File: src/common/hist_pkg.sv
// shared widths, typedefs and constants of the histogram to AXI write path
// every RTL block of the transfer imports what it needs from here
package hist_pkg;

    localparam int NUM_FRAME_BITS_DEF = 4;      // default frame number width

    typedef logic [31:0] hist_word_t;           // one histogram data word
    typedef logic [31:0] axi_addr_t;            // system memory byte address
    typedef logic [1:0]  page_num_t;            // buffer page index
    typedef logic [7:0]  page_addr_t;           // word address inside a page
    typedef logic [1:0]  sensor_t;              // sensor index
    typedef logic [1:0]  sub_chn_t;             // histogram sub-channel
    typedef logic [1:0]  color_t;               // colour burst index
    typedef logic [3:0]  hist_chn_t;            // {sensor, sub_chn}, start page table index
    typedef logic [19:0] start_page_t;          // 4KB page number
    typedef logic [5:0]  axi_id_t;              // {hist_chn, colour}
    typedef logic [4:0]  cmd_addr_t;            // config register address
    typedef logic [3:0]  axi_len_t;
    typedef logic [3:0]  axi_cache_t;

    // mode register layout
    localparam int MODE_WIDTH     = 8;
    localparam int MODE_EN        = 0;
    localparam int MODE_NRESET    = 1;          // low holds the whole path cleared
    localparam int MODE_CONFIRM   = 2;          // wait for all responses before next page
    localparam int MODE_CACHE_LSB = 4;          // awcache in bits 7:4

    localparam cmd_addr_t CMD_MODE_ADDR = 5'd16; // 0..15 are the start page table

    localparam axi_len_t   AXI_LEN_16     = 4'd15;
    localparam logic [1:0] AXI_SIZE_4B    = 2'd2;
    localparam logic [1:0] AXI_BURST_INCR = 2'd1;

    localparam int BURSTS_PER_PAGE = 16;        // 256 words as 16-beat bursts

endpackage

File: src/hist_saxi/hist_block_ctrl.sv
`timescale 1ns/100ps
// page sequencer on the AXI side
// takes the oldest buffered page, forms its system memory address from the
// start page table, frame and colour, and issues its 16 AW bursts
module hist_block_ctrl #(
    parameter int NUM_FRAME_BITS = hist_pkg::NUM_FRAME_BITS_DEF
) (
    input  logic                      aclk,
    input  logic                      mclk,
    input  logic                      en,
    input  logic                      buf_empty,
    input  logic [NUM_FRAME_BITS+5:0] attr_rd,
    input  hist_pkg::start_page_t     start_page,
    input  logic                      block_done,
    output hist_pkg::hist_chn_t       tbl_idx,
    output logic                      block_start,
    output logic                      page_sent,
    output hist_pkg::axi_id_t         axi_id,
    output hist_pkg::axi_addr_t       awaddr,
    output logic                      awvalid,
    input  logic                      awready,
    output hist_pkg::axi_len_t        awlen,
    output logic [1:0]                awsize,
    output logic [1:0]                awburst,
    output hist_pkg::axi_cache_t      awcache,
    output hist_pkg::axi_id_t         awid,
    input  hist_pkg::axi_cache_t      awcache_mode
);
    import hist_pkg::*;

    typedef enum logic [2:0] {IDLE, LOAD, ADDR, SEND, DRAIN} block_state_t;

    block_state_t              state;
    logic [NUM_FRAME_BITS+5:0] attr_r;           // attribute of the page in progress
    start_page_t               page_r;
    logic [3:0]                aw_cnt;           // AW bursts accepted for this page
    logic [NUM_FRAME_BITS-1:0] frame;
    color_t                    color;

    assign tbl_idx = attr_r[NUM_FRAME_BITS+2 +: $bits(hist_chn_t)];
    assign frame   = attr_r[2 +: NUM_FRAME_BITS];
    assign color   = attr_r[1:0];
    assign axi_id  = {tbl_idx, color};
    assign awid    = axi_id;
    assign awlen   = AXI_LEN_16;
    assign awsize  = AXI_SIZE_4B;
    assign awburst = AXI_BURST_INCR;

    assign awvalid     = (state == SEND);
    assign block_start = (state == ADDR);        // starts page readout
    assign page_sent   = (state == DRAIN) && block_done;

    always_ff @(posedge aclk) begin
        case (state)
            IDLE: begin
                attr_r  <= attr_rd;
                awcache <= awcache_mode;         // cache mode fixed for the whole page
            end
            LOAD: page_r <= start_page;
            ADDR: awaddr <= {page_r + start_page_t'(frame), color, 10'b0};
            SEND: if (awready) awaddr <= awaddr + 32'd64;   // next 16-word burst
            default: ;
        endcase
    end

    always_ff @(posedge aclk or posedge mclk) begin
        if (mclk) begin
            {state, aw_cnt} <= '0;
        end else if (!en) begin
            {state, aw_cnt} <= '0;
        end else begin
            case (state)
                IDLE:  if (!buf_empty) state <= LOAD;
                LOAD:  state <= ADDR;
                ADDR:  state <= SEND;
                SEND:  if (awready) begin
                    aw_cnt <= aw_cnt + 1'b1;     // wraps to 0 after the last burst
                    if (aw_cnt == 4'(BURSTS_PER_PAGE - 1)) state <= DRAIN;
                end
                DRAIN: if (block_done) state <= IDLE;
                default: state <= IDLE;
            endcase
        end
    end

endmodule

File: config.mk
export PLATFORM = sky130hd
export DESIGN_NAME = hist_block_ctrl
export DESIGN_NICKNAME = d
export VERILOG_FILES = /design/src/common/hist_pkg.sv /design/src/hist_saxi/hist_block_ctrl.sv
export SDC_FILE = /design/constraint.sdc
export NUM_CORES = 1
export LEC_CHECK = 0
export ABC_AREA = 1
export BUFFER_PORTS_ARGS = -buffer_cell sky130_fd_sc_hd__clkbuf_2
export CORE_MARGIN = 2
export CORE_UTILIZATION = 30
export DETAILED_ROUTE_END_ITERATION = 8
export PLACE_DENSITY_LB_ADDON = 0.25
export REMOVE_ABC_BUFFERS = 1
export SKIP_CTS_REPAIR_TIMING = 1
export SYNTH_ARGS = -nofsm -noshare
export SYNTH_HDL_FRONTEND = slang
export SYNTH_SLANG_ARGS = --single-unit
File: constraint.sdc
create_clock -name aclk -period 1.6 [get_ports aclk]
set_input_delay 0.24 -clock aclk [delete_from_list [all_inputs] [get_ports aclk]]
set_output_delay 0.24 -clock aclk [all_outputs]
set_load 0.005 [all_outputs]
==> impl_metrics.csv <==
group,metric,value,unit
status,outcome,"complete, but fails checks",
status,violations,"negative setup slack",
logic_synthesis,ys_warn_count,0,
logic_synthesis,syn_avg_cell_area,8.213,µm²
drt,route.detailed.wl_per_inst,12.77,µm
setup_path,crit_arrival,1860,ps
setup_path,r2r_slack,-180,ps
min_path,worstHoldStart,"start_page[3]",
finish,synthToLayoutAreaGrowth,33.57,%
setup_path,crit_buf_inv,1,
logic_synthesis,ys_ff_latch,67,
min_path,hold_path.class,"in -> reg",
run,maxCapViolations,0,
logic_synthesis,synth_top_area_frac,0.4468,
drt,via_per_inst,4.394,
setup_path,cp.required,1680,ps
sta,period_share,1.113,
place,gp_congestion,0.8723,
min_path,hold_depth,1,
setup_path,critPathLaunchType,"flop",
clock_tree,insertion_delay,340,ps
grt,grt_pass1_vias,3420,
grt,grt_max_degree,27,
clock_tree,cts_tree,"yes",
clock_tree,cts-buffers-inserted,9,
sta,rsz0062_at_grt,"yes",
sta,fin_ws,-181.5,ps
power,comb_power_share,0.329,
min_path,hold_end,"page_r[3]",
sta,hold_violations,0,
drt,antenna_left,0,
place,port_buffers,88,
grt,grt_usage,0.1492,
setup_path,cp_max_fo,3,
die,die_area,0.01439,mm²
die,die_y,119.9,µm
grt,overflow,0,
clock_tree,cts_buffer_depth,2,
finish,drive_above_1_share,0.3166,
drt,drt_pre_antenna_iters,4,
finish,num_antenna_cells,0,
sta,setup_violations,16,
drt,drt_iter0_drc,247,
logic_synthesis,yosysSeqAreaShare,0.4902,
drt,drc_errors,0,
sta,max_freq,0.5613,GHz
setup_path,crit_type,"reg -> reg",
place,dp_hpwl,7744,µm
power,p_leak,0.002417,µW
clock_tree,cts.sinks,67,
setup_path,path_delay_family,"simple AND/OR/NAND/NOR gates",
power,ir_drop,0.7017,mV
drt,via_count,3493,
grt,grt_pass1_wl,16750,µm
finish,fin_nets,661,
power,p_int,4901,µW
power,pwr-share-clk,0.289,
power,p_switching,2440,µW
sta,maxSlewViolCount,0,
place,placed_cells,773,
power,pwr-share-seq,0.381,
setup_path,cp_slowest_cell,"edfxtp_1",
sta,fin_worst_skew,7.715,ps
logic_synthesis,netlist_top_cells_area,"edfxtp_1 45%, nand2_1 14%, nor2_1 6.3%, nand3_1 5.8%, buf_4 5.6%",
die,initial_utilization,0.3057,
clock_tree,cts_root_buf,"clkbuf_16",
setup_path,crit_chain,"ha_2 > inv_2 > fa_2 > nor2_2 > nor2_2 > nor2_2 > or2_2 > nand2_1 > o21ai_1",
setup_path,r2r_start,"page_r[0]",
grt,antenna_found_initial,0,
finish,instances_no_fill,795,
logic_synthesis,yosysTopAreaCell,"edfxtp_1",
setup_path,cp_common_cell,"nor2_2",
setup_path,max_stage_delay,370,ps
die,ios,103,
power,switching_share,0.3324,
logic_synthesis,syn_area,0.004033,mm²
setup_path,rr_worst_depth,9,
die,core,0.01319,mm²
setup_path,r2r_end,"awaddr[18]",
clock_tree,clk_pin_slew_worst_paths,60,ps
finish,n_fill_cell,1347,
sta,tns,-1798,ps
clock_tree,cts_max_level,3,
die,rows,42,
sta,finalCriticalPeriod,1781,ps
setup_path,cp-end-kind,"flop",
power,powerDensity,1363,mW/mm²
drt,drt_wl_total,10150,µm
logic_synthesis,synth_cell_type_count,34,
die,die_w,119.9,µm
logic_synthesis,synthCells,491,
[area by class of cell]
class                   instances  area (µm²)  share of cell area
clock buffers                   9       225.2             0.04181
clock inverters                 7       92.59             0.01719
inverters                      47       176.4             0.03275
multi-input cells             354        1858              0.3449
flip-flops and latches         67        1977              0.3670
well taps                     176       220.2             0.04088
repair buffers                135       837.1              0.1554
[cell usage after synthesis (all sizes together)]
cell type    n
ha           6
nand2      153
conb         2
inv         47
o22ai        1
edfxtp      60
clkbuf       1
nor3         4
o21ai       15
o31ai        1
xor2         9
nor2        72
fa           1
o2111ai      1
nand3b       8
or2          1
buf         34
a31oi        1
a21oi        6
nand3       50
nand4        2
dfrtp        7
o21bai       5
and2         1
xnor2        3
[stage by stage]
| stage | power [µW] | instance area [µm²] | worst slack (ps) | hold WS [ps] | util |
|---|---|---|---|---|---|
| 2_1_floorplan | 3816 | 3820 | -930.1 | 43.40 | - |
| 3_3_place_gp | 4927 | 4826 | -234.9 | 161.2 | 0.3659 |
| 3_5_place_dp | 4963 | 4826 | -261.6 | 174.1 | 0.3659 |
| 4_1_cts | 7111 | 5144 | -285.2 | -191.4 | 0.3900 |
| 5_1_grt | 7819 | 5386 | -306.9 | 54.63 | 0.4084 |
| 6_report | 7341 | 5386 | -181.5 | 74.49 | 0.4084 |
[metal layers]
| layer | track usage | part of all wire | vias to the layer above |
|---|---|---|---|
| met4 | 0.07206 | 0.023 | 0 |
| met3 | 0.03707 | 0.058 | 15 |
| met1 | 0.1981 | 0.46 | 1572 |
| li1 | - | - | 1811 |
| met2 | 0.2269 | 0.46 | 95 |
| met5 | 0 | 0 | - |
[state kept, by name (all words and copies together) (netlist names)]
name,cells
awcache,4
state,3
awaddr,26
page_r,20
attr_r,10
aw_cnt,4
[cell usage in the layout (no fill, tap or decap), types with 2 or more instances in the layout]
| master | n |
|---|---|
| clkbuf_2 | 88 |
| o21bai_1 | 5 |
| bufinv_16 | 2 |
| o21ai_0 | 11 |
| nand2_4 | 6 |
| clkinv_4 | 2 |
| clkbuf_16 | 9 |
| inv_2 | 5 |
| edfxtp_1 | 60 |
| a21oi_1 | 5 |
| nand2_2 | 3 |
| conb_1 | 14 |
| clkinv_2 | 3 |
| nand3_2 | 5 |
| nand2_1 | 144 |
| buf_4 | 42 |
| nor2_4 | 2 |
| nor2_2 | 12 |
| buf_12 | 3 |
| nand3_1 | 42 |
| o21ai_1 | 3 |
| nand4_1 | 2 |
| inv_1 | 42 |
| nor2_1 | 58 |
| nand3b_1 | 8 |
| nor3_1 | 3 |
| dfrtp_1 | 7 |
| xnor2_1 | 3 |
| ha_4 | 4 |
| xor2_1 | 9 |
| nand3_4 | 3 |
[worst max-delay path by stage]
| stage | from | to | slack (ps) | depth (start not counted) |
|---|---|---|---|---|
| floorplan | state[2] | awaddr[10] | -930 | 5 |
| global placement | attr_r[2] | awaddr[28] | -230 | 11 |
| detailed placement | attr_r[2] | awaddr[24] | -260 | 11 |
| CTS | attr_r[2] | awaddr[24] | -290 | 11 |
| global route | attr_r[2] | awaddr[24] | -310 | 11 |
| finish | page_r[0] | awaddr[18] | -180 | 9 |
[worst reg2reg max path, stage by stage (launching register included)]
cell,delay [ps]
edfxtp_1,370
ha_2,200
inv_2,60
fa_2,220
nor2_2,50
nor2_2,160
nor2_2,60
or2_2,270
nand2_1,70
o21ai_1,60
[cell families (layout without fill, tap and decap cells)]
family	after synthesis	in the layout	share of synthesized area
simple gates	291	291	0.3081
buf+inv	82	198	0.1077
flops	67	67	0.4902
compound gates	30	30	0.04251
xor+xnor	12	12	0.02606
fa+ha+maj	7	7	0.02358
other cells	2	14	0.001862
[power groups by stage]
stage	clock, µW	sequential, µW	combinational, µW
finish	2120	2800	2420
global route	2260	2850	2710
CTS	2170	2780	2160
detailed placement	0	2810	2150
global placement	0	2800	2130
floorplan	0	2790	1030
Power figures use the tool's default switching activity.
