===== src/common/hist_pkg.sv =====
// shared widths, typedefs and constants of the histogram to AXI write path
// every RTL block of the transfer imports what it needs from here
package hist_pkg;

    localparam int NUM_FRAME_BITS_DEF = 4;      // default frame number width

    typedef logic [31:0] hist_word_t;           // one histogram data word
    typedef logic [31:0] axi_addr_t;            // system memory byte address
    typedef logic [1:0]  page_num_t;            // buffer page index
    typedef logic [7:0]  page_addr_t;           // word address inside a page
    typedef logic [1:0]  sensor_t;              // sensor index
    typedef logic [1:0]  sub_chn_t;             // histogram sub-channel
    typedef logic [1:0]  color_t;               // colour burst index
    typedef logic [3:0]  hist_chn_t;            // {sensor, sub_chn}, start page table index
    typedef logic [19:0] start_page_t;          // 4KB page number
    typedef logic [5:0]  axi_id_t;              // {hist_chn, colour}
    typedef logic [4:0]  cmd_addr_t;            // config register address
    typedef logic [3:0]  axi_len_t;
    typedef logic [3:0]  axi_cache_t;

    // mode register layout
    localparam int MODE_WIDTH     = 8;
    localparam int MODE_EN        = 0;
    localparam int MODE_NRESET    = 1;          // low holds the whole path cleared
    localparam int MODE_CONFIRM   = 2;          // wait for all responses before next page
    localparam int MODE_CACHE_LSB = 4;          // awcache in bits 7:4

    localparam cmd_addr_t CMD_MODE_ADDR = 5'd16; // 0..15 are the start page table

    localparam axi_len_t   AXI_LEN_16     = 4'd15;
    localparam logic [1:0] AXI_SIZE_4B    = 2'd2;
    localparam logic [1:0] AXI_BURST_INCR = 2'd1;

    localparam int BURSTS_PER_PAGE = 16;        // 256 words as 16-beat bursts

endpackage


===== src/verilog/hist_config.sv =====
`timescale 1ns/100ps
// configuration registers of the histogram transfer
// mode register and 16-entry start page table, loaded through the command port
module hist_config (
    input  logic                  aclk,
    input  logic                  mclk,
    input  logic                  cmd_we,
    input  hist_pkg::cmd_addr_t   cmd_addr,
    input  hist_pkg::hist_word_t  cmd_data,
    input  hist_pkg::hist_chn_t   tbl_idx,     // lookup from the page sequencer
    output logic                  en,
    output logic                  confirm,
    output hist_pkg::axi_cache_t  awcache,
    output hist_pkg::start_page_t start_page
);
    import hist_pkg::*;

    logic [MODE_WIDTH-1:0] mode;
    start_page_t           page_tbl [16];    // start page per {sensor, sub_chn}

    always_ff @(posedge aclk or posedge mclk) begin
        if (mclk)
            mode <= '0;                        // disabled after reset
        else if (cmd_we && cmd_addr == CMD_MODE_ADDR)
            mode <= cmd_data[MODE_WIDTH-1:0];
    end

    always_ff @(posedge aclk) begin
        if (cmd_we && !cmd_addr[4])
            page_tbl[cmd_addr[3:0]] <= cmd_data[$bits(start_page_t)-1:0];
    end

    assign en         = mode[MODE_EN] & mode[MODE_NRESET];
    assign confirm    = mode[MODE_CONFIRM];
    assign awcache    = mode[MODE_CACHE_LSB +: $bits(axi_cache_t)];
    assign start_page = page_tbl[tbl_idx];   // combinational lookup

endmodule


===== config.mk =====
export PLATFORM = sky130hd
export DESIGN_NAME = hist_config
export DESIGN_NICKNAME = d
export VERILOG_FILES = /design/src/common/hist_pkg.sv /design/src/verilog/hist_config.sv
export SDC_FILE = /design/constraint.sdc
export NUM_CORES = 1
export LEC_CHECK = 0
export BUFFER_PORTS_ARGS = -buffer_cell sky130_fd_sc_hd__buf_2
export CAP_MARGIN = 10
export CORE_MARGIN = 2
export CORE_UTILIZATION = 55
export DETAILED_ROUTE_END_ITERATION = 6
export PLACE_DENSITY = 0.79
export SETUP_SLACK_MARGIN = 0.5
export SYNTH_ARGS = -nofsm -noshare
export SYNTH_HDL_FRONTEND = slang
export SYNTH_SLANG_ARGS = --single-unit

===== constraint.sdc =====
create_clock -name aclk -period 3.5 [get_ports aclk]
set_clock_uncertainty 0.05 [all_clocks]
set_input_delay 0.35 -clock aclk [delete_from_list [all_inputs] [get_ports aclk]]
set_output_delay 0.35 -clock aclk [all_outputs]
set_load 0.01 [all_outputs]

==> results of run 1 <==
==> logic make-up (layout without fill, tap and decap cells) <==
kind of cell,Yosys count,in the layout
simple gates,52,52
flops,327,327
compound gates,40,40
buf+inv,32,141
mux,87,87
==> metal layers <==
layer | wire length, um | GRT usage, %
met1 | 10500 | 31.9
met2 | 13000 | 36.6
met3 | 1950 | 3.11
met4 | 537 | 5.16
met5 | 0 | 0
==> final timing paths <==
check | start | endpoint | slack (ns) | depth (start not counted)
min reg2reg | mode[7] | mode[7] | 0.45 | 1
max reg2reg | mode[6] | mode[6] | 2.65 | 1
max | tbl_idx[0] | start_page[0] | 0.89 | 6
min | cmd_data[15] | page_tbl[0][15] | 0.11 | 1
max in group asynchronous | mclk | mode[2] | 2.95 | 3
min in group asynchronous | mclk | mode[0] | 0.23 | 3
==> critical path: cells and delay by family <==
family | cells | cell delay [ns]
AO/OA/AOI/OAI | 1 | 0.28
AND/OR/NAND/NOR | 1 | 0.13
buffers and inverters | 3 | 0.83
multiplexers | 1 | 0.57
==> per-stage QoR <==
| step | util, % | area (sq um) | hold slack [ns] | total power (uW) | std cells |
|---|---|---|---|---|---|
| 2_1_floorplan | - | 12400 | 0.103 | 4710 | 538 |
| 3_3_place_gp | 58.9 | 13200 | 0.229 | 4860 | 877 |
| 3_5_place_dp | 58.9 | 13200 | 0.237 | 4880 | 877 |
| 4_1_cts | 63.2 | 14200 | 0.105 | 7960 | 932 |
| 5_1_grt | 63.2 | 14200 | 0.116 | 8130 | 932 |
| 6_report | 63.2 | 14200 | 0.111 | 7920 | 932 |
==> state kept, by name, indices dropped and copies added (netlist names) <==
register,count
mode,7
page_tbl,320
==> area by class of cell <==
class | instances | share of cell area [%]
Sequential cell | 327 | 69.1
Multi-Input combinational cell | 179 | 17.8
Clock buffer | 35 | 5.58
Timing Repair Buffer | 86 | 3.94
Tap cell | 285 | 2.52
Clock inverter | 19 | 1.03
Inverter | 1 | 0.0265
==> power by group <==
part | total [uW] | internal, uW | switching (uW)
clock network | 3120 | 1750 | 1360
logic | 423 | 178 | 244
registers | 4380 | 4360 | 19.4
==> cell usage in the layout, fill, tap and decap left out <==
cell           count
clkinv_1           5
and2_1             2
dfrtp_1            7
mux4_1            16
nand3b_1           2
bufinv_16          2
nor3_2             4
a22oi_1           40
clkbuf_1           4
clkbuf_16         31
nand4_1            1
nand2b_1           2
mux2_2             7
nor2_2            13
clkinvlp_4         3
nand3_1            1
nor2_1             2
dlygate4sd3_1      1
buf_4             25
inv_1              1
edfxtp_1         320
buf_12             4
clkinv_2           9
mux4_2            64
nor2b_1            1
buf_2             56
nor2b_2            2
nand2_1           22
==> impl_metrics.ini, run 1 <==
[floorplanning]
ios = 70
fp.dieH_um = 154
start_util_pct = 55.5
die-area_sq_um = 23800
core_area_sq_um = 22400
die_w_um = 154
rows = 55

[logic_synthesis]
synth.net_count = 582
synth_top_family_by_area = multiplexers
synthFlopType = edfxtp_1
synth_top_area_share_pct = 77.2
yosysMostFrequentCell = edfxtp_1
synth.mux.area_fraction_pct = 15.6
synth_common_cells = edfxtp_1 (320), mux4_2 (64), a22oi_1 (40)
async_reset_ff_share_pct = 2.14
synth-compound-area-share_pct = 2.41
yosys_register_bits = 327
synth_xor_xnor_area_share_pct = 0
yosys.area_share.simple_pct = 1.84
synth_area_leaders = edfxtp_1 (77%), mux4_2 (12%), mux4_1 (3.4%)
synthCells = 538
syn_area_sq_um = 12400
synthAdderAreaFrac_pct = 0
synth_edf_count = 320
synth.distinct_cells = 20
seq_area_frac_synth_pct = 78.6
yosysWarningCount = 0
syn_avg_cell_area_sq_um = 23.1
yosysTopAreaCell = edfxtp_1

[clock_tree]
clock_path_buffers = 3
clock_sinks = 327
h-tree-depth = 1
path_clk_slew_ns = 0.06
root_buffer = clkbuf_16
cts_tree = done
clk_latency_ns = 0.54
post_cts_buffers = 0
cts_resized = 0
cts_made_buffers = 30
cts-hold-fix-buffers = 1

[setup_path]
slowest_delay_ns = 0.57
slowest_stage = mux4_2
critPathMaxFanout = 30
timing.critical_path.from_type = input port
arrival_ns = 2.21
cp_cell_sequence = buf_4 > buf_12 > mux4_2 > a22oi_1 > nand2_1 > buf_2
timing_worst_setup_path_type = in -> out
required_ns = 3.10
end_kind = primary output

[layout]
diodes = 0
final_net_count = 669
final_layout_size_suffix_gt1_share_pct = 34.0
multi_input_area_sq_um = 2530
fillers = 1480
area_delta_synth_final_pct = 13.9
seq_area_sq_um = 9780

[global_routing]
grt.total_usage_pct = 22.1
grt_pass1_wl_mm = 38.1
grt_pass1_vias = 6150
antenna_found_initial = 0
overflow = 0
grt_max_degree = 37

[placement]
placement.io_buffers = 57
gp_congestion = 0.772
place_hpwl_mm = 14.8
pre_cts_ws_ns = 0.887

[route]
drt-total-wl_mm = 25.9
via_count = 5959
routedWlPerCell_um = 27.8
drt_iter0_drc = 698
antenna_left = 0
drc = 0
drt-pass1-iter-count = 4
vias_per_cell = 6.39

[timing]
finalSetupViolations = 0
setup_ws_ns = 0.893
worstMarginPinSlew_ns = 0.708
period_share_pct = 74.5
tns_ns = 0
rsz0062_at_grt = false
hold_viol = 0
drv_slew = 0
slew_headroom_pct = 52.8
clock.fmax_ghz = 0.384
finalCriticalPeriod_ns = 2.61

[job]
maxCapViolCount = 0

[power_and_ir_drop]
p_leak_uw = 0.00466
cellPowerDensity_nw_per_um2 = 559
vdd_drop_max_v = 0.000418

[status]
status = finished clean

[min_path]
worstHoldPathType = in -> reg
No activity file was read; power rests on OpenSTA's default activity.
==> inputs of run 2 (changes only) <==
CORE_UTILIZATION = 54   (was 55)
PLACE_DENSITY = 0.81   (was 0.79)
clock period = 2.3 ns   (was 3.5 ns; I/O delays follow)
==> run 2 against run 1 <==
Effect of this change: sequential cell count is the same; final area rose by 2.0%; setup slack lost 0.83 ns; worst hold slack worse by 0.097 ns; utilization up 0.65 points; via count is 1.2% higher; cell count increased by 1.4%; routed wire length grew 3.4%; critical endpoint is now start_page[1]; largest power group unchanged.
==> impl_metrics.ini, run 2 (synthesized netlist as in run 1, its figures left out) <==
[route]
antenna_left = 0
drt-pass1-iter-count = 5
via_count = 6033
drc = 0
drt-total-wl_mm = 26.8
drt_iter0_drc = 756
routedWlPerCell_um = 28.4
vias_per_cell = 6.38

[layout]
fillers = 1446
layout_common_cells = edfxtp_1 (320), mux4_2 (72), buf_2 (55), clkbuf_16 (31), buf_4 (25)
seq_area_sq_um = 9780
final_common_cell = edfxtp_1
final_layout_size_suffix_gt1_share_pct = 38.0
final_net_count = 678
multi_input_area_sq_um = 2610
stdcell_area_sq_um = 14400
largest_reg_flops = 320
area_delta_synth_final_pct = 16.1
fin_cells = 945

[floorplanning]
core_area_sq_um = 22600
fp.dieH_um = 156
rows = 55
die_w_um = 156
die-area_sq_um = 24300
ios = 70
start_util_pct = 55.0

[timing]
worstMarginPinSlew_ns = 0.680
clock.fmax_ghz = 0.447
drv_slew = 0
rsz0062_at_grt = true
finalSetupViolations = 0
slew_headroom_pct = 54.7
period_share_pct = 97.2
tns_ns = 0
finalCriticalPeriod_ns = 2.24
hold_viol = 0

[job]
maxCapViolCount = 0

[clock_tree]
h-tree-depth = 1
clock_sinks = 327
cts_made_buffers = 31
root_buffer = clkbuf_16
clock_path_buffers = 3
post_cts_buffers = 0
clk_latency_ns = 0.55
cts_tree = done
path_clk_slew_ns = 0.07

[setup_path]
crit_start = page_tbl[0][1]
arrival_ns = 1.96
timing_worst_setup_path_type = reg -> out
timing.critical_path.from_type = flop
r2r-start = mode[4]
end_kind = primary output
critPathMaxFanout = 1
required_ns = 2.02

[status]
status = finished clean

[min_path]
min-delay-start = cmd_data[10]
worstHoldPathType = in -> reg

[global_routing]
grt_pass1_vias = 6371
grt_pass1_wl_mm = 39.5
overflow = 0
grt_max_degree = 31
antenna_found_initial = 1
grt.total_usage_pct = 22.7

[placement]
placement.io_buffers = 57
dp_cells = 880
place_hpwl_mm = 14.4
dpl-instance-area_sq_um = 13300
gp_congestion = 0.761

[power_and_ir_drop]
vdd_drop_max_v = 0.000577
p_leak_uw = 0.00471
cellPowerDensity_nw_per_um2 = 858
==> run 2: report_power, final <==
group          internal (uW)  switching, uW
Clock                   2920           2130
Sequential              6630           30.8
Combinational            297            390
==> run 2: through the flow <==
step / hold WS [ns] / setup slack (ns) / utilization, % / total power [uW]
2_1_floorplan: -0.0166 / 0.296 / - / 7170
3_3_place_gp: 0.0968 / 0.237 / 58.8 / 7400
3_5_place_dp: 0.123 / 0.222 / 58.8 / 7440
4_1_cts: 0.00242 / 0.0394 / 63.6 / 12400
5_1_grt: 0.0172 / 0.0322 / 63.8 / 12700
6_report: 0.0140 / 0.0643 / 63.8 / 12400
==> run 2: layer usage <==
layer / wire [um] / up-vias / global-route usage (%)
met4: 977 / 0 / 8.39
met1: 10400 / 3146 / 31.1
li1: - / 2475 / -
met3: 2280 / 73 / 4.19
met2: 13100 / 339 / 37.1
met5: 0 / - / 0
==> run 2: layout make-up <==
class,count,area share (%)
sequential,327,67.7
tap,285,2.47
clock buffer,37,5.53
antenna,2,0.0346
inverter,1,0.0260
clock inverter,20,1.46
multi-input combinational,179,18.1
timing repair buffer,94,4.67
==> run 2: path summary, 6_finish.rpt <==
kind,to,slack [ns],cells after the start
min in group asynchronous,mode[1],0.12,3
worst min-delay path,page_tbl[8][10],0.01,1
worst max register to register,mode[4],1.47,1
worst max-delay path,start_page[1],0.06,4
max in group asynchronous,mode[6],1.88,3
worst min register to register,mode[1],0.46,1
==> run 2: critical path, cell delays in order, from the launching register on <==
cell and delay, ns:
edfxtp_1 0.42, mux4_2 0.52, a22oi_2 0.20, nand2_1 0.10
buf_2 0.15
==> run 2: repair_timing <==
item,in CTS,in global routing
gates cloned,0,0
endpoints found under the setup margin,20,20
hold buffers,6,0
endpoints found under the hold margin,47,0
pin swaps,14,6
gates resized for setup,14,14
==> inputs of run 3 (changes only) <==
ABC_AREA = 1   (was unset)
CORE_UTILIZATION = 55   (was 54)
GPL_ROUTABILITY_DRIVEN = 0   (was unset)
PLACE_DENSITY = 0.82   (was 0.81)
clock period = 1.9 ns   (was 2.3 ns; I/O delays follow)
==> run 3 against run 2 <==
Effect of this change: clock power grew 30%; sequential share of layout area shrank 9.4 points; critical path depth grew 3; utilization grew 2.8 points; cell count grew 88%; largest cell class unchanged.
==> impl_metrics.ini, run 3 <==
[status]
status = finished clean

[route]
drc = 0
drt-total-wl_mm = 35.4
drt_iter0_drc = 1224
drt-pass1-iter-count = 5
routedWlPerCell_um = 19.9
vias_per_cell = 5.60
via_count = 9973
antenna_left = 0

[clock_tree]
h-tree-depth = 2
cts_tree = done
clk_latency_ns = 0.50
clock_sinks = 327
root_buffer = clkbuf_16
cts_made_buffers = 34
clock_path_buffers = 3
path_clk_slew_ns = 0.06

[power_and_ir_drop]
cellPowerDensity_nw_per_um2 = 944
vdd_drop_max_v = 0.000817
p_leak_uw = 0.00720

[logic_synthesis]
synth.net_count = 1403
yosysTopAreaCell = edfxtp_1
async_reset_ff_share_pct = 2.14
seq_area_frac_synth_pct = 69.3
synth_area_leaders = edfxtp_1 (68%), nand2_1 (12%), nand3_1 (8.6%)
synthCells = 1359
yosysMostFrequentCell = nand2_1
synthFlopType = edfxtp_1
syn_avg_cell_area_sq_um = 10.4
synth_common_cells = nand2_1 (434), edfxtp_1 (320), inv_1 (257)
syn_area_sq_um = 14100
yosysWarningCount = 0
yosys_register_bits = 327
synth.distinct_cells = 14
synth_top_area_share_pct = 68.0
synth_edf_count = 320

[global_routing]
grt_pass1_wl_mm = 53.3
grt.total_usage_pct = 26.5
grt_max_degree = 66
grt_pass1_vias = 9860
overflow = 0
antenna_found_initial = 1

[layout]
area_delta_synth_final_pct = 18.8
fillers = 1695
final_layout_size_suffix_gt1_share_pct = 18.0
stdcell_area_sq_um = 16800
final_common_cell = nand2_1
largest_reg_flops = 320
diodes = 0
fin_cells = 1780
final_net_count = 1470
layout_common_cells = nand2_1 (416), edfxtp_1 (320), inv_1 (253), nand3_1 (166), nand3_2 (78)

[min_path]
hold_path_depth = 1
worstHoldPathType = in -> reg

[floorplanning]
start_util_pct = 56.1
die-area_sq_um = 27000
die_w_um = 164
ios = 70
rows = 58
fp.dieH_um = 164
core_area_sq_um = 25200

[setup_path]
end_kind = primary output
rrSetupSlack_ns = 1.07
required_ns = 1.66
timing_worst_setup_path_type = reg -> out
arrival_ns = 1.52
timing.critical_path.from_type = flop
critPathMaxFanout = 1
reg2regPathDepth = 3

[timing]
period_share_pct = 92.7
rsz0062_at_grt = true
setup_ws_ns = 0.139
worstMarginPinSlew_ns = 0.499
clock.fmax_ghz = 0.568
drv_slew = 0
slew_headroom_pct = 66.7
hold_viol = 0
finalCriticalPeriod_ns = 1.76
finalSetupViolations = 0
tns_ns = 0

[placement]
placement.io_buffers = 57
pre_cts_ws_ns = 0.181
place_hpwl_mm = 18.4
dpl-instance-area_sq_um = 15100
dp_cells = 1714

[job]
maxCapViolCount = 0
## run 3: area by class of cell
cell class	count	area [sq um]	share of cell area [%]
Clock buffer	49	971	5.79
Inverter	259	977	5.83
Multi-Input combinational cell	703	3500	20.8
Sequential cell	327	9780	58.3
Tap cell	330	413	2.46
Clock inverter	11	133	0.791
Timing Repair Buffer	101	998	5.95
## run 3: timing repair
action,in CTS,in global routing
gates resized for setup,59,59
endpoints found under the setup margin,20,21
hold buffers,5,0
pin swaps,79,35
hold endpoints to repair,48,0
buffers inserted,0,1
## run 3: through the flow
step | hold WS [ns] | utilization [%] | power, uW
finish | 0.0145 | 66.6 | 15800
global route | 0.0213 | 66.6 | 16300
CTS | 0.000863 | 65.5 | 15800
detailed placement | 0.0768 | 59.9 | 9230
global placement | 0.0679 | 59.9 | 9180
floorplan | -0.0566 | - | 8830
## run 3: worst max-delay path: stages, from the launching register on
cell and delay [ns]:
edfxtp_1 0.37, inv_1 0.06, nand2_1 0.07, nand3_2 0.09, nand3_1 0.12, nand3_2 0.10
nand2_2 0.09, buf_6 0.13
## run 3: metal layers
metal / global-route usage, % / routed length, um
met4: 11.1 / 1280
met2: 45.2 / 17800
met5: 0 / 13
met3: 4.34 / 3410
met1: 33.7 / 12900
## run 3: cells by family (layout without fill, tap and decap cells)
group           after synthesis  in the layout  synth area share, %
simple gates                696            696                 20.7
compound gates                7              7                0.248
buf+inv                     329            420                 9.82
flops                       327            327                 69.3
## run 3: power by group
part	total [uW]	internal, uW	switching (uW)
Combinational	1200	395	801
Sequential	8070	8030	36.1
Clock	6580	3960	2610
## run 3: worst paths after layout
check | from | end
max | page_tbl[10][2] | start_page[2]
min | cmd_data[19] | page_tbl[9][19]
max reg2reg | mode[0] | mode[0]
min reg2reg | mode[4] | mode[4]
max in group asynchronous | mclk | mode[0]
min in group asynchronous | mclk | mode[5]
