--- src/common/hist_pkg.sv ---
// shared widths, typedefs and constants of the histogram to AXI write path
// every RTL block of the transfer imports what it needs from here
package hist_pkg;

    localparam int NUM_FRAME_BITS_DEF = 4;      // default frame number width

    typedef logic [31:0] hist_word_t;           // one histogram data word
    typedef logic [31:0] axi_addr_t;            // system memory byte address
    typedef logic [1:0]  page_num_t;            // buffer page index
    typedef logic [7:0]  page_addr_t;           // word address inside a page
    typedef logic [1:0]  sensor_t;              // sensor index
    typedef logic [1:0]  sub_chn_t;             // histogram sub-channel
    typedef logic [1:0]  color_t;               // colour burst index
    typedef logic [3:0]  hist_chn_t;            // {sensor, sub_chn}, start page table index
    typedef logic [19:0] start_page_t;          // 4KB page number
    typedef logic [5:0]  axi_id_t;              // {hist_chn, colour}
    typedef logic [4:0]  cmd_addr_t;            // config register address
    typedef logic [3:0]  axi_len_t;
    typedef logic [3:0]  axi_cache_t;

    // mode register layout
    localparam int MODE_WIDTH     = 8;
    localparam int MODE_EN        = 0;
    localparam int MODE_NRESET    = 1;          // low holds the whole path cleared
    localparam int MODE_CONFIRM   = 2;          // wait for all responses before next page
    localparam int MODE_CACHE_LSB = 4;          // awcache in bits 7:4

    localparam cmd_addr_t CMD_MODE_ADDR = 5'd16; // 0..15 are the start page table

    localparam axi_len_t   AXI_LEN_16     = 4'd15;
    localparam logic [1:0] AXI_SIZE_4B    = 2'd2;
    localparam logic [1:0] AXI_BURST_INCR = 2'd1;

    localparam int BURSTS_PER_PAGE = 16;        // 256 words as 16-beat bursts

endpackage

--- src/hist_buffer/hist_arbiter.sv ---
`timescale 1ns/100ps
// sensor arbitration and the write side of the page buffer
// locks on to the lowest requesting sensor for its four colour bursts,
// grants each burst when a page is free and streams the words into that page
module hist_arbiter #(
    parameter int NUM_FRAME_BITS = hist_pkg::NUM_FRAME_BITS_DEF
) (
    input  logic                      aclk,
    input  logic                      mclk,
    input  logic                      en,
    input  logic [NUM_FRAME_BITS-1:0] frame0, frame1, frame2, frame3,
    input  logic                      hist_request0, hist_request1, hist_request2, hist_request3,
    input  hist_pkg::sub_chn_t        hist_chn0, hist_chn1, hist_chn2, hist_chn3,
    input  logic                      hist_dvalid0, hist_dvalid1, hist_dvalid2, hist_dvalid3,
    input  hist_pkg::hist_word_t      hist_data0, hist_data1, hist_data2, hist_data3,
    output logic                      hist_grant0, hist_grant1, hist_grant2, hist_grant3,
    input  logic                      buf_full,
    output logic                      wr_en,
    output hist_pkg::page_num_t       wr_page,
    output hist_pkg::page_addr_t      wr_addr,
    output hist_pkg::hist_word_t      wr_data,
    output logic                      attr_we,
    output logic [NUM_FRAME_BITS+5:0] attr_data,   // {sensor, sub_chn, frame, colour}
    output logic                      page_written
);
    import hist_pkg::*;

    typedef enum logic [1:0] {IDLE, WAIT_GRANT, RECV} arb_state_t;

    arb_state_t                state;
    sensor_t                   sel;           // locked sensor
    sensor_t                   pri_sel;       // lowest index requester
    color_t                    color;         // colour burst in progress
    logic [3:0]                req_v;
    logic [3:0]                dv_v;
    logic [3:0]                grant_v;
    logic [NUM_FRAME_BITS-1:0] frame_a [4];
    sub_chn_t                  chn_a [4];
    hist_word_t                data_a [4];
    logic                      dv;
    logic                      dv_r;
    logic                      burst_done;

    assign req_v   = {hist_request3, hist_request2, hist_request1, hist_request0};
    assign dv_v    = {hist_dvalid3, hist_dvalid2, hist_dvalid1, hist_dvalid0};
    assign frame_a = '{frame0, frame1, frame2, frame3};
    assign chn_a   = '{hist_chn0, hist_chn1, hist_chn2, hist_chn3};
    assign data_a  = '{hist_data0, hist_data1, hist_data2, hist_data3};
    assign {hist_grant3, hist_grant2, hist_grant1, hist_grant0} = grant_v;

    assign pri_sel    = req_v[0] ? 2'd0 : req_v[1] ? 2'd1 : req_v[2] ? 2'd2 : 2'd3;
    assign dv         = dv_v[sel];
    assign burst_done = (state == RECV) && dv_r && !dv;      // falling edge of dvalid

    assign wr_en        = dv_r;                              // one cycle after dvalid
    assign page_written = burst_done;
    assign attr_we      = (state == WAIT_GRANT) && dv && !dv_r;
    assign attr_data    = {sel, chn_a[sel], frame_a[sel], color};

    always_ff @(posedge aclk) wr_data <= data_a[sel];

    always_ff @(posedge aclk or posedge mclk) begin
        if (mclk) begin
            {state, sel, color, dv_r, grant_v, wr_page, wr_addr} <= '0;
        end else if (!en) begin
            {state, sel, color, dv_r, grant_v, wr_page, wr_addr} <= '0;
        end else begin
            dv_r    <= dv;
            wr_addr <= dv_r ? wr_addr + 1'b1 : '0;
            // grant only between bursts, while the request holds and a page is free
            grant_v <= (state == WAIT_GRANT && req_v[sel] && !buf_full && !dv) ?
                       4'b0001 << sel : 4'b0000;
            case (state)
                IDLE: if (|req_v) begin
                    sel   <= pri_sel;
                    state <= WAIT_GRANT;
                end
                WAIT_GRANT: if (dv) state <= RECV;
                RECV: if (burst_done) begin
                    wr_page <= wr_page + 1'b1;
                    color   <= color + 1'b1;
                    state   <= (color == 2'd3) ? IDLE : WAIT_GRANT;  // four colours per histogram
                end
                default: state <= IDLE;
            endcase
        end
    end

    // a sensor starts a burst only after it has seen its grant
    for (genvar i = 0; i < 4; i++) begin : g_dv_chk
        a_dv_granted: assert property (@(posedge aclk) disable iff (mclk || !en)
            $rose(dv_v[i]) |-> $past(grant_v[i]));
    end

endmodule

--- config.mk ---
export PLATFORM = sky130hd
export DESIGN_NAME = hist_arbiter
export DESIGN_NICKNAME = d
export VERILOG_FILES = /design/src/common/hist_pkg.sv /design/src/hist_buffer/hist_arbiter.sv
export SDC_FILE = /design/constraint.sdc
export NUM_CORES = 1
export LEC_CHECK = 0
export BUFFER_PORTS_ARGS = -buffer_cell sky130_fd_sc_hd__buf_2
export CELL_PAD_IN_SITES_DETAIL_PLACEMENT = 0
export CELL_PAD_IN_SITES_GLOBAL_PLACEMENT = 1
export CORE_ASPECT_RATIO = 2
export CORE_MARGIN = 2
export CORE_UTILIZATION = 29
export CTS_CLUSTER_DIAMETER = 100
export DETAILED_ROUTE_END_ITERATION = 10
export PLACE_DENSITY = 0.83
export SETUP_SLACK_MARGIN = 0.15
export SLEW_MARGIN = 20
export SYNTH_ARGS = -nofsm -noshare
export SYNTH_HDL_FRONTEND = slang
export SYNTH_SLANG_ARGS = --single-unit
--- constraint.sdc ---
create_clock -name aclk -period 4 [get_ports aclk]
set_input_delay 0.4 -clock aclk [delete_from_list [all_inputs] [get_ports aclk]]
set_output_delay 0.4 -clock aclk [all_outputs]
set_load 0.01 [all_outputs]
==> results of run 1 <==
## layout make-up
class	count	area (um^2)	area share [%]
clock buffers	5	125.1	3.209
multi-input cells	107	1305	33.47
inverters	6	22.52	0.5777
well taps	100	125.1	3.209
repair buffers	224	1126	28.88
clock inverters	3	26.28	0.6739
flip-flops and latches	53	1169	29.97
## cells by family (layout without fill, tap and decap cells)
logic type | count (synthesis) | count (layout)
flops | 53 | 53
mux | 39 | 39
simple gates | 37 | 37
compound gates | 25 | 25
buf+inv | 18 | 238
xor+xnor | 4 | 4
fa+ha+maj | 2 | 2
## worst max-delay path by stage
stage | slack [ns] | cells past startpoint | startpoint | to
6_report | 1.45 | 3 | sel[0] | attr_we
5_1_grt | 1.29 | 3 | sel[0] | attr_we
4_1_cts | 1.40 | 3 | sel[0] | attr_we
3_5_place_dp | 1.73 | 3 | sel[0] | attr_we
3_3_place_gp | 1.75 | 3 | sel[0] | attr_we
2_1_floorplan | 2.11 | 4 | sel[1] | attr_we
## cell usage after synthesis (2+ instances only)
master | count | area [um^2]
sky130_fd_sc_hd__dfrtp_1 | 21 | 525.5
sky130_fd_sc_hd__nand3_1 | 3 | 15.01
sky130_fd_sc_hd__nand2_1 | 3 | 11.26
sky130_fd_sc_hd__nor4bb_1 | 3 | 30.03
sky130_fd_sc_hd__nor2_1 | 7 | 26.28
sky130_fd_sc_hd__ha_1 | 2 | 25.02
sky130_fd_sc_hd__buf_2 | 3 | 15.01
sky130_fd_sc_hd__clkbuf_1 | 5 | 18.77
sky130_fd_sc_hd__nor2b_1 | 2 | 12.51
sky130_fd_sc_hd__buf_6 | 2 | 22.52
sky130_fd_sc_hd__inv_1 | 6 | 22.52
sky130_fd_sc_hd__and2_1 | 2 | 12.51
sky130_fd_sc_hd__mux4_2 | 39 | 878.3
sky130_fd_sc_hd__and4_1 | 2 | 17.52
sky130_fd_sc_hd__a21oi_1 | 12 | 60.06
sky130_fd_sc_hd__buf_1 | 2 | 7.510
sky130_fd_sc_hd__or3_1 | 6 | 37.54
sky130_fd_sc_hd__xor2_1 | 3 | 26.28
sky130_fd_sc_hd__dfxtp_1 | 32 | 640.6
sky130_fd_sc_hd__o21ai_0 | 9 | 45.04
## power by group
part           internal [mW]  leakage [nW]  total, mW  switching [mW]
registers              0.626         0.555      0.683          0.0564
clock network          0.237        0.0744      0.441           0.204
logic                  0.307          1.28      0.543           0.236
## per-layer routing
layer	vias up	track usage, %	wire length (um)
li1	1136	-	-
met2	107	29.93	4565
met4	4	7.906	200
met5	-	0	24
met1	1183	18.76	2827
met3	15	3.976	619
## flip-flops by register name (all words and copies together) (netlist names)
register  count
wr_page       2
wr_addr       8
grant_v       4
wr_en         1
color         2
state         2
sel           2
wr_data      32
## layout by cell type (no fill, tap or decap), drive strengths merged, types with 3 or more instances in the layout
cell type	netlist	final
a21oi	12	12
buf	7	224
clkbuf	5	5
dfrtp	21	21
dfxtp	32	32
inv	6	7
mux4	39	39
nand2	3	3
nand3	3	3
nor2	7	7
nor4bb	3	3
o21ai	9	9
or3	6	6
xor2	3	3
## per-stage QoR
stage          instances  cell area, um^2  hold slack, ns  power, mW
4_1_cts              498             3899          0.2646      1.698
3_5_place_dp         490             3747          0.5049      1.246
5_1_grt              498             3899          0.3083      1.754
3_3_place_gp         490             3747          0.4955      1.231
6_report             498             3899          0.2434      1.666
2_1_floorplan        178             2557          0.3765      1.023
## critical path, cell delays in order (launching register included)
cell	delay, ns
sky130_fd_sc_hd__dfrtp_2	0.79
sky130_fd_sc_hd__mux4_2	0.73
sky130_fd_sc_hd__nor4bb_1	0.19
sky130_fd_sc_hd__buf_2	0.14
==> metrics.txt, run 1 <==
# TYPE chip_impl_metric gauge
chip_impl_info{name="outcome",value="complete, no violations"} 1
chip_impl_metric{name="io_pins",unit=""} 223
chip_impl_info{name="synth_top_family_by_area",value="multiplexers"} 1
chip_impl_info{name="rsz_0062_raised_after_global_routing",value="no"} 1
chip_impl_metric{name="first_pass_grt_wire_length",unit="um"} 12390
chip_impl_metric{name="vdd_ir_drop_max",unit="mV"} 0.1800
chip_impl_metric{name="synthesis.nets",unit=""} 344
chip_impl_metric{name="synth_enable_flop_cells",unit=""} 0
chip_impl_metric{name="max-clock-path-buffers",unit=""} 2
chip_impl_metric{name="die-height",unit="um"} 136.8
chip_impl_metric{name="nets",unit=""} 563
chip_impl_metric{name="arrival",unit="ns"} 2.15
chip_impl_metric{name="dpl_worst_slack",unit="ns"} 1.726
chip_impl_metric{name="layout_worst_path_cycle_share",unit="%"} 63.71
chip_impl_info{name="cts_tree",value="done"} 1
chip_impl_info{name="r2r-start",value="sel[0]"} 1
chip_impl_metric{name="fillCellCount",unit=""} 860
chip_impl_metric{name="synth_compound_area_share",unit="%"} 5.431
chip_impl_metric{name="ys_types",unit=""} 34
chip_impl_metric{name="clk_latency",unit="ns"} 0.30
chip_impl_metric{name="timing.setup.tns",unit="ns"} 0
chip_impl_metric{name="global_route.overflow_total",unit=""} 0
chip_impl_metric{name="min_period",unit="ns"} 2.548
chip_impl_metric{name="vias",unit=""} 2445
chip_impl_metric{name="yosysSeqAreaShare",unit="%"} 45.60
chip_impl_metric{name="synth_cells",unit=""} 178
chip_impl_info{name="hp-class",value="primary input to async pin"} 1
chip_impl_info{name="critical_path.endpoint_type",value="output pin"} 1
chip_impl_metric{name="synthToLayoutAreaGrowth",unit="%"} 52.45
chip_impl_metric{name="post_synth_fa_ha_maj_area_fraction",unit="%"} 0.9785
chip_impl_metric{name="final_util",unit="%"} 45.40
chip_impl_metric{name="syn_area_per_cell",unit="um^2"} 14.37
chip_impl_metric{name="cts_hold_buf",unit=""} 0
chip_impl_metric{name="route.detailed.vias_per_inst",unit=""} 4.910
chip_impl_metric{name="gates_resized_cts_repair",unit=""} 0
chip_impl_metric{name="ys_ff_latch",unit=""} 53
chip_impl_metric{name="cts_inserted_buffers",unit=""} 5
chip_impl_metric{name="path_clk_slew",unit="ns"} 0.07
chip_impl_metric{name="row_count",unit=""} 48
chip_impl_metric{name="netlist_area",unit="mm^2"} 0.002557
chip_impl_metric{name="placeable_core_region",unit="mm^2"} 0.008588
chip_impl_metric{name="layout_setup_ws",unit="ns"} 1.452
chip_impl_metric{name="die_width",unit="um"} 70.41
chip_impl_metric{name="groute.usage.overall",unit="%"} 16.86
chip_impl_metric{name="clock-skew-final",unit="ns"} 0.003966
chip_impl_metric{name="worstRegToRegCells",unit=""} 3
chip_impl_metric{name="die-area",unit="mm^2"} 0.009632
chip_impl_metric{name="synth.mux.area_fraction",unit="%"} 34.34
chip_impl_metric{name="antennaDiodeCount",unit=""} 0
chip_impl_metric{name="number_of_global_route_vias_before_repair",unit=""} 2468
chip_impl_metric{name="maxCapViolations",unit=""} 0
chip_impl_metric{name="finalSetupViolCount",unit=""} 0
chip_impl_info{name="synth_ff_type",value="sky130_fd_sc_hd__dfxtp_1"} 1
chip_impl_metric{name="post_route_cells_drive_above_1_share",unit="%"} 69.10
chip_impl_metric{name="detailedRoute.firstIterationViolations",unit=""} 91
chip_impl_metric{name="critPathMaxFanout",unit=""} 24
chip_impl_metric{name="drt-wirelength-per-cell",unit="um"} 16.54
chip_impl_metric{name="synth_warnings",unit=""} 0
chip_impl_info{name="cts_root_buffer",value="sky130_fd_sc_hd__clkbuf_16"} 1
chip_impl_metric{name="routability_congestion_estimate",unit=""} 0.8926
chip_impl_metric{name="ff2ff_setup_slack",unit="ns"} 1.77
chip_impl_metric{name="drc",unit=""} 0
chip_impl_metric{name="postCtsSetupBuffers",unit=""} 0
chip_impl_info{name="start_kind",value="flop"} 1
chip_impl_metric{name="route.final.wire_length",unit="um"} 8238
chip_impl_info{name="regToRegEndpoint",value="wr_page[1]"} 1
chip_impl_metric{name="worst-slew-pin-transition",unit="ns"} 0.7970
chip_impl_metric{name="initial_utilization",unit="%"} 29.78
chip_impl_metric{name="dp.final_hpwl",unit="um"} 6918
chip_impl_metric{name="portBuffers",unit=""} 222
chip_impl_metric{name="timing.slew.headroom",unit="%"} 46.81
chip_impl_metric{name="synth_xor_area_share",unit="%"} 1.370
chip_impl_metric{name="grt_max_degree",unit=""} 46
chip_impl_info{name="crit_type",value="flop to output pin"} 1
chip_impl_metric{name="cts.sink_count",unit=""} 53
chip_impl_metric{name="finalMaxSlewViolations",unit=""} 0
chip_impl_metric{name="async_flop_share",unit="%"} 39.62
chip_impl_metric{name="firstDrtPassIters",unit=""} 6
chip_impl_metric{name="synth_simple_gate_area_share",unit="%"} 8.904
chip_impl_metric{name="pwr_dens",unit="mW/mm^2"} 427.4
chip_impl_metric{name="htree_num_levels",unit=""} 2
chip_impl_metric{name="ant_nets",unit=""} 0
chip_impl_metric{name="power.static_leakage",unit="nW"} 1.907
chip_impl_metric{name="timing.critical_path.required",unit="ns"} 3.60
chip_impl_metric{name="antenna_found_initial",unit=""} 2
chip_impl_metric{name="finalHoldViolCount",unit=""} 0
chip_impl_metric{name="fmax_achieved",unit="GHz"} 0.3924
(Power assumes the default switching activity.)
==> run 2, diff against run 1 <==
- ABC_AREA: unset -> 1
- CORE_UTILIZATION: 29 -> 26
- PLACE_DENSITY: 0.83 -> 0.78
- clock period: 4 -> 2.45 ns (I/O delays scaled with it)
==> metrics.txt, run 2 <==
# TYPE chip_impl_metric gauge
chip_impl_metric{name="path_clk_slew",unit="ns"} 0.07
chip_impl_info{name="post-synth-top-area-cell",value="sky130_fd_sc_hd__dfxtp_1"} 1
chip_impl_metric{name="first_pass_grt_wire_length",unit="um"} 16430
chip_impl_metric{name="timing.critical_path.required",unit="ns"} 2.20
chip_impl_metric{name="largest_register_ff_count",unit=""} 32
chip_impl_metric{name="netlist_area",unit="mm^2"} 0.002796
chip_impl_info{name="synth.top_cells.by_count",value="121 x sky130_fd_sc_hd__nand3_1, 32 x sky130_fd_sc_hd__dfxtp_1, 27 x sky130_fd_sc_hd__nand2_1"} 1
chip_impl_metric{name="placeable_core_region",unit="mm^2"} 0.01048
chip_impl_metric{name="cts_inserted_buffers",unit=""} 5
chip_impl_metric{name="arrival",unit="ns"} 1.83
chip_impl_metric{name="die-height",unit="um"} 150.7
chip_impl_info{name="r2r-start",value="sel[0]"} 1
chip_impl_metric{name="synth.top_cell.area_share",unit="%"} 22.91
chip_impl_metric{name="ys_ff_latch",unit=""} 53
chip_impl_metric{name="number_of_global_route_vias_before_repair",unit=""} 3364
chip_impl_info{name="hp-class",value="primary input to async pin"} 1
chip_impl_info{name="synth_ff_type",value="sky130_fd_sc_hd__dfxtp_1"} 1
chip_impl_info{name="crit_type",value="flop to output pin"} 1
chip_impl_metric{name="firstDrtPassIters",unit=""} 4
chip_impl_metric{name="finalMaxSlewViolations",unit=""} 0
chip_impl_info{name="most-common-layout-cells",value="222 x sky130_fd_sc_hd__buf_2, 121 x sky130_fd_sc_hd__nand3_1, 32 x sky130_fd_sc_hd__dfxtp_1, 27 x sky130_fd_sc_hd__nand2_1, 23 x sky130_fd_sc_hd__nor2_1"} 1
chip_impl_metric{name="number_of_placed_cells_counting_well_taps",unit=""} 682
chip_impl_metric{name="sequential_cell_area",unit="mm^2"} 0.001169
chip_impl_metric{name="routability_congestion_estimate",unit=""} 0.7924
chip_impl_info{name="rsz_0062_raised_after_global_routing",value="no"} 1
chip_impl_info{name="most_used_standard_cell_by_instance_count_after_synthesis",value="sky130_fd_sc_hd__nand3_1"} 1
chip_impl_metric{name="drc",unit=""} 0
chip_impl_metric{name="yosysSeqAreaShare",unit="%"} 41.70
chip_impl_metric{name="finalSetupViolCount",unit=""} 0
chip_impl_metric{name="timing.slew.headroom",unit="%"} 46.66
chip_impl_info{name="synth.top_cells.by_area",value="sky130_fd_sc_hd__dfxtp_1 23%, sky130_fd_sc_hd__nand3_1 22%, sky130_fd_sc_hd__dfrtp_1 19%, sky130_fd_sc_hd__a22oi_2 8.9%, sky130_fd_sc_hd__a22oi_1 4.8%"} 1
chip_impl_metric{name="htree_num_levels",unit=""} 2
chip_impl_metric{name="worst-slew-pin-transition",unit="ns"} 0.7992
chip_impl_metric{name="dp.final_hpwl",unit="um"} 8531
chip_impl_metric{name="drt-wirelength-per-cell",unit="um"} 15.77
chip_impl_metric{name="die_width",unit="um"} 77.34
chip_impl_metric{name="detailedRoute.firstIterationViolations",unit=""} 174
chip_impl_info{name="critical_path.endpoint_type",value="output pin"} 1
chip_impl_metric{name="vdd_ir_drop_max",unit="mV"} 0.4397
chip_impl_metric{name="initial_utilization",unit="%"} 26.69
chip_impl_metric{name="clk_latency",unit="ns"} 0.30
chip_impl_metric{name="worstRegToRegCells",unit=""} 5
chip_impl_metric{name="row_count",unit=""} 53
chip_impl_metric{name="swShare",unit="%"} 43.80
chip_impl_metric{name="sequentialPowerShare",unit="%"} 31.2
chip_impl_metric{name="synthToLayoutAreaGrowth",unit="%"} 48.01
chip_impl_metric{name="global_route.overflow_total",unit=""} 0
chip_impl_info{name="cts_tree",value="done"} 1
chip_impl_metric{name="p_switching",unit="mW"} 1.875
chip_impl_metric{name="cts_hold_buf",unit=""} 0
chip_impl_info{name="outcome",value="complete, no violations"} 1
chip_impl_metric{name="synth_enable_flop_cells",unit=""} 0
chip_impl_metric{name="fmax_achieved",unit="GHz"} 0.4814
chip_impl_metric{name="synthesis.nets",unit=""} 508
chip_impl_metric{name="grt_max_degree",unit=""} 41
chip_impl_info{name="mostFrequentLayoutCell",value="sky130_fd_sc_hd__buf_2"} 1
chip_impl_metric{name="clock-skew-final",unit="ns"} 0.007650
chip_impl_metric{name="synth_warnings",unit=""} 0
chip_impl_metric{name="ant_nets",unit=""} 0
chip_impl_metric{name="route.final.wire_length",unit="um"} 10930
chip_impl_metric{name="nets",unit=""} 718
chip_impl_metric{name="io_pins",unit=""} 223
chip_impl_metric{name="syn_area_per_cell",unit="um^2"} 8.177
chip_impl_metric{name="antenna_found_initial",unit=""} 0
chip_impl_metric{name="pwr_dens",unit="mW/mm^2"} 1034
chip_impl_metric{name="synth_cells",unit=""} 342
chip_impl_metric{name="power.static_leakage",unit="nW"} 2.129
chip_impl_metric{name="async_flop_share",unit="%"} 39.62
chip_impl_metric{name="timing.setup.tns",unit="ns"} 0
chip_impl_metric{name="maxCapViolations",unit=""} 0
chip_impl_metric{name="power.internal",unit="mW"} 2.405
chip_impl_metric{name="fillCellCount",unit=""} 1145
chip_impl_metric{name="finalHoldViolCount",unit=""} 0
chip_impl_info{name="largest_register",value="wr_data"} 1
chip_impl_info{name="cts_root_buffer",value="sky130_fd_sc_hd__clkbuf_16"} 1
chip_impl_metric{name="ys_types",unit=""} 28
chip_impl_info{name="start_kind",value="flop"} 1
chip_impl_metric{name="critPathMaxFanout",unit=""} 31
chip_impl_metric{name="portBuffers",unit=""} 222
chip_impl_info{name="cp-startpoint",value="sel[0]"} 1
chip_impl_info{name="largest_registers",value="wr_data x32, wr_addr x8, grant_v x4"} 1
chip_impl_metric{name="multiInputGateArea",unit="mm^2"} 0.001390
chip_impl_metric{name="vias",unit=""} 3392
chip_impl_metric{name="groute.usage.overall",unit="%"} 17.88
chip_impl_metric{name="pwr-share-comb",unit="%"} 52.2
chip_impl_metric{name="max-clock-path-buffers",unit=""} 2
chip_impl_metric{name="p_clk_share",unit="%"} 16.6
chip_impl_metric{name="cts.sink_count",unit=""} 53
chip_impl_metric{name="route.detailed.vias_per_inst",unit=""} 4.895
chip_impl_metric{name="min_period",unit="ns"} 2.077
chip_impl_metric{name="post_route_cells_drive_above_1_share",unit="%"} 48.28
chip_impl_metric{name="die-area",unit="mm^2"} 0.01165
chip_impl_metric{name="layout_worst_path_cycle_share",unit="%"} 84.78
chip_impl_metric{name="post_layout_nonfiller_instances",unit=""} 693
run 2: cell families after synthesis:
logic type	after synthesis	synth area share, %
AND/OR/NAND/NOR	179	30.47
XOR/XNOR	3	0.9398
adder cells (fa/ha/maj)	2	0.8947
AO/OA/AOI/OAI	56	17.23
buffers and inverters	49	8.769
flip-flops	53	41.70
run 2: cell type report:
class | count | share of cell area (%)
clock buffers | 5 | 3.023
flip-flops and latches | 53 | 28.23
inverters | 22 | 2.116
multi-input cells | 240 | 33.59
repair buffers | 230 | 28.29
well taps | 137 | 4.141
clock inverters | 3 | 0.4232
diodes | 3 | 0.1814
run 2: per-layer routing:
metal | vias to the layer above | GRT usage [%] | share of wire, %
met5 | - | 0 | 0
met4 | 0 | 8.393 | 2.7
met3 | 26 | 3.657 | 5.5
met2 | 154 | 32.39 | 56
met1 | 1579 | 19.72 | 36
li1 | 1633 | - | -
run 2: power by group through the flow:
stage	Sequential [mW]	Clock, mW	Combinational [mW]
2_1_floorplan	1.46	0	1.34
4_1_cts	1.34	0.731	2.26
3_3_place_gp	1.34	0	2.22
5_1_grt	1.37	0.760	2.46
3_5_place_dp	1.35	0	2.25
6_report	1.33	0.710	2.24
run 2: stage by stage:
stage	cell area, um^2	total power [mW]	utilization (%)	hold WS (ns)	setup WS, ns
2_1_floorplan	2796	2.804	-	0.2215	1.029
3_3_place_gp	3986	3.558	38.05	0.4311	0.6476
3_5_place_dp	3986	3.606	38.05	0.4433	0.6098
4_1_cts	4129	4.324	39.41	0.1218	0.2793
5_1_grt	4131	4.587	39.43	0.1570	0.2081
6_report	4139	4.280	39.50	0.09641	0.3729
run 2: worst max-delay path: stages, from the launching register on:
cell and delay (ns):
sky130_fd_sc_hd__dfrtp_2 0.56, sky130_fd_sc_hd__inv_6 0.29, sky130_fd_sc_hd__nand2_1 0.08, sky130_fd_sc_hd__nand2_1 0.08
sky130_fd_sc_hd__nand2_2 0.08, sky130_fd_sc_hd__nand2_1 0.08, sky130_fd_sc_hd__inv_1 0.05, sky130_fd_sc_hd__nor3_1 0.15
sky130_fd_sc_hd__buf_2 0.17
run 2: path summary, 6_finish.rpt:
kind | slack, ns | endpoint
worst max-delay path | 0.37 | attr_we
worst min-delay path | 0.1 | wr_addr[3]
worst max register to register | 0.68 | wr_data[21]
worst min register to register | 0.49 | wr_addr[0]
max in group asynchronous | 1.80 | sel[0]
min in group aclk | 0.16 | wr_data[11]
run 2: timing repair:
item,in CTS,in global routing
setup endpoints to repair,0,1
buffers inserted,0,0
resized for setup,0,1
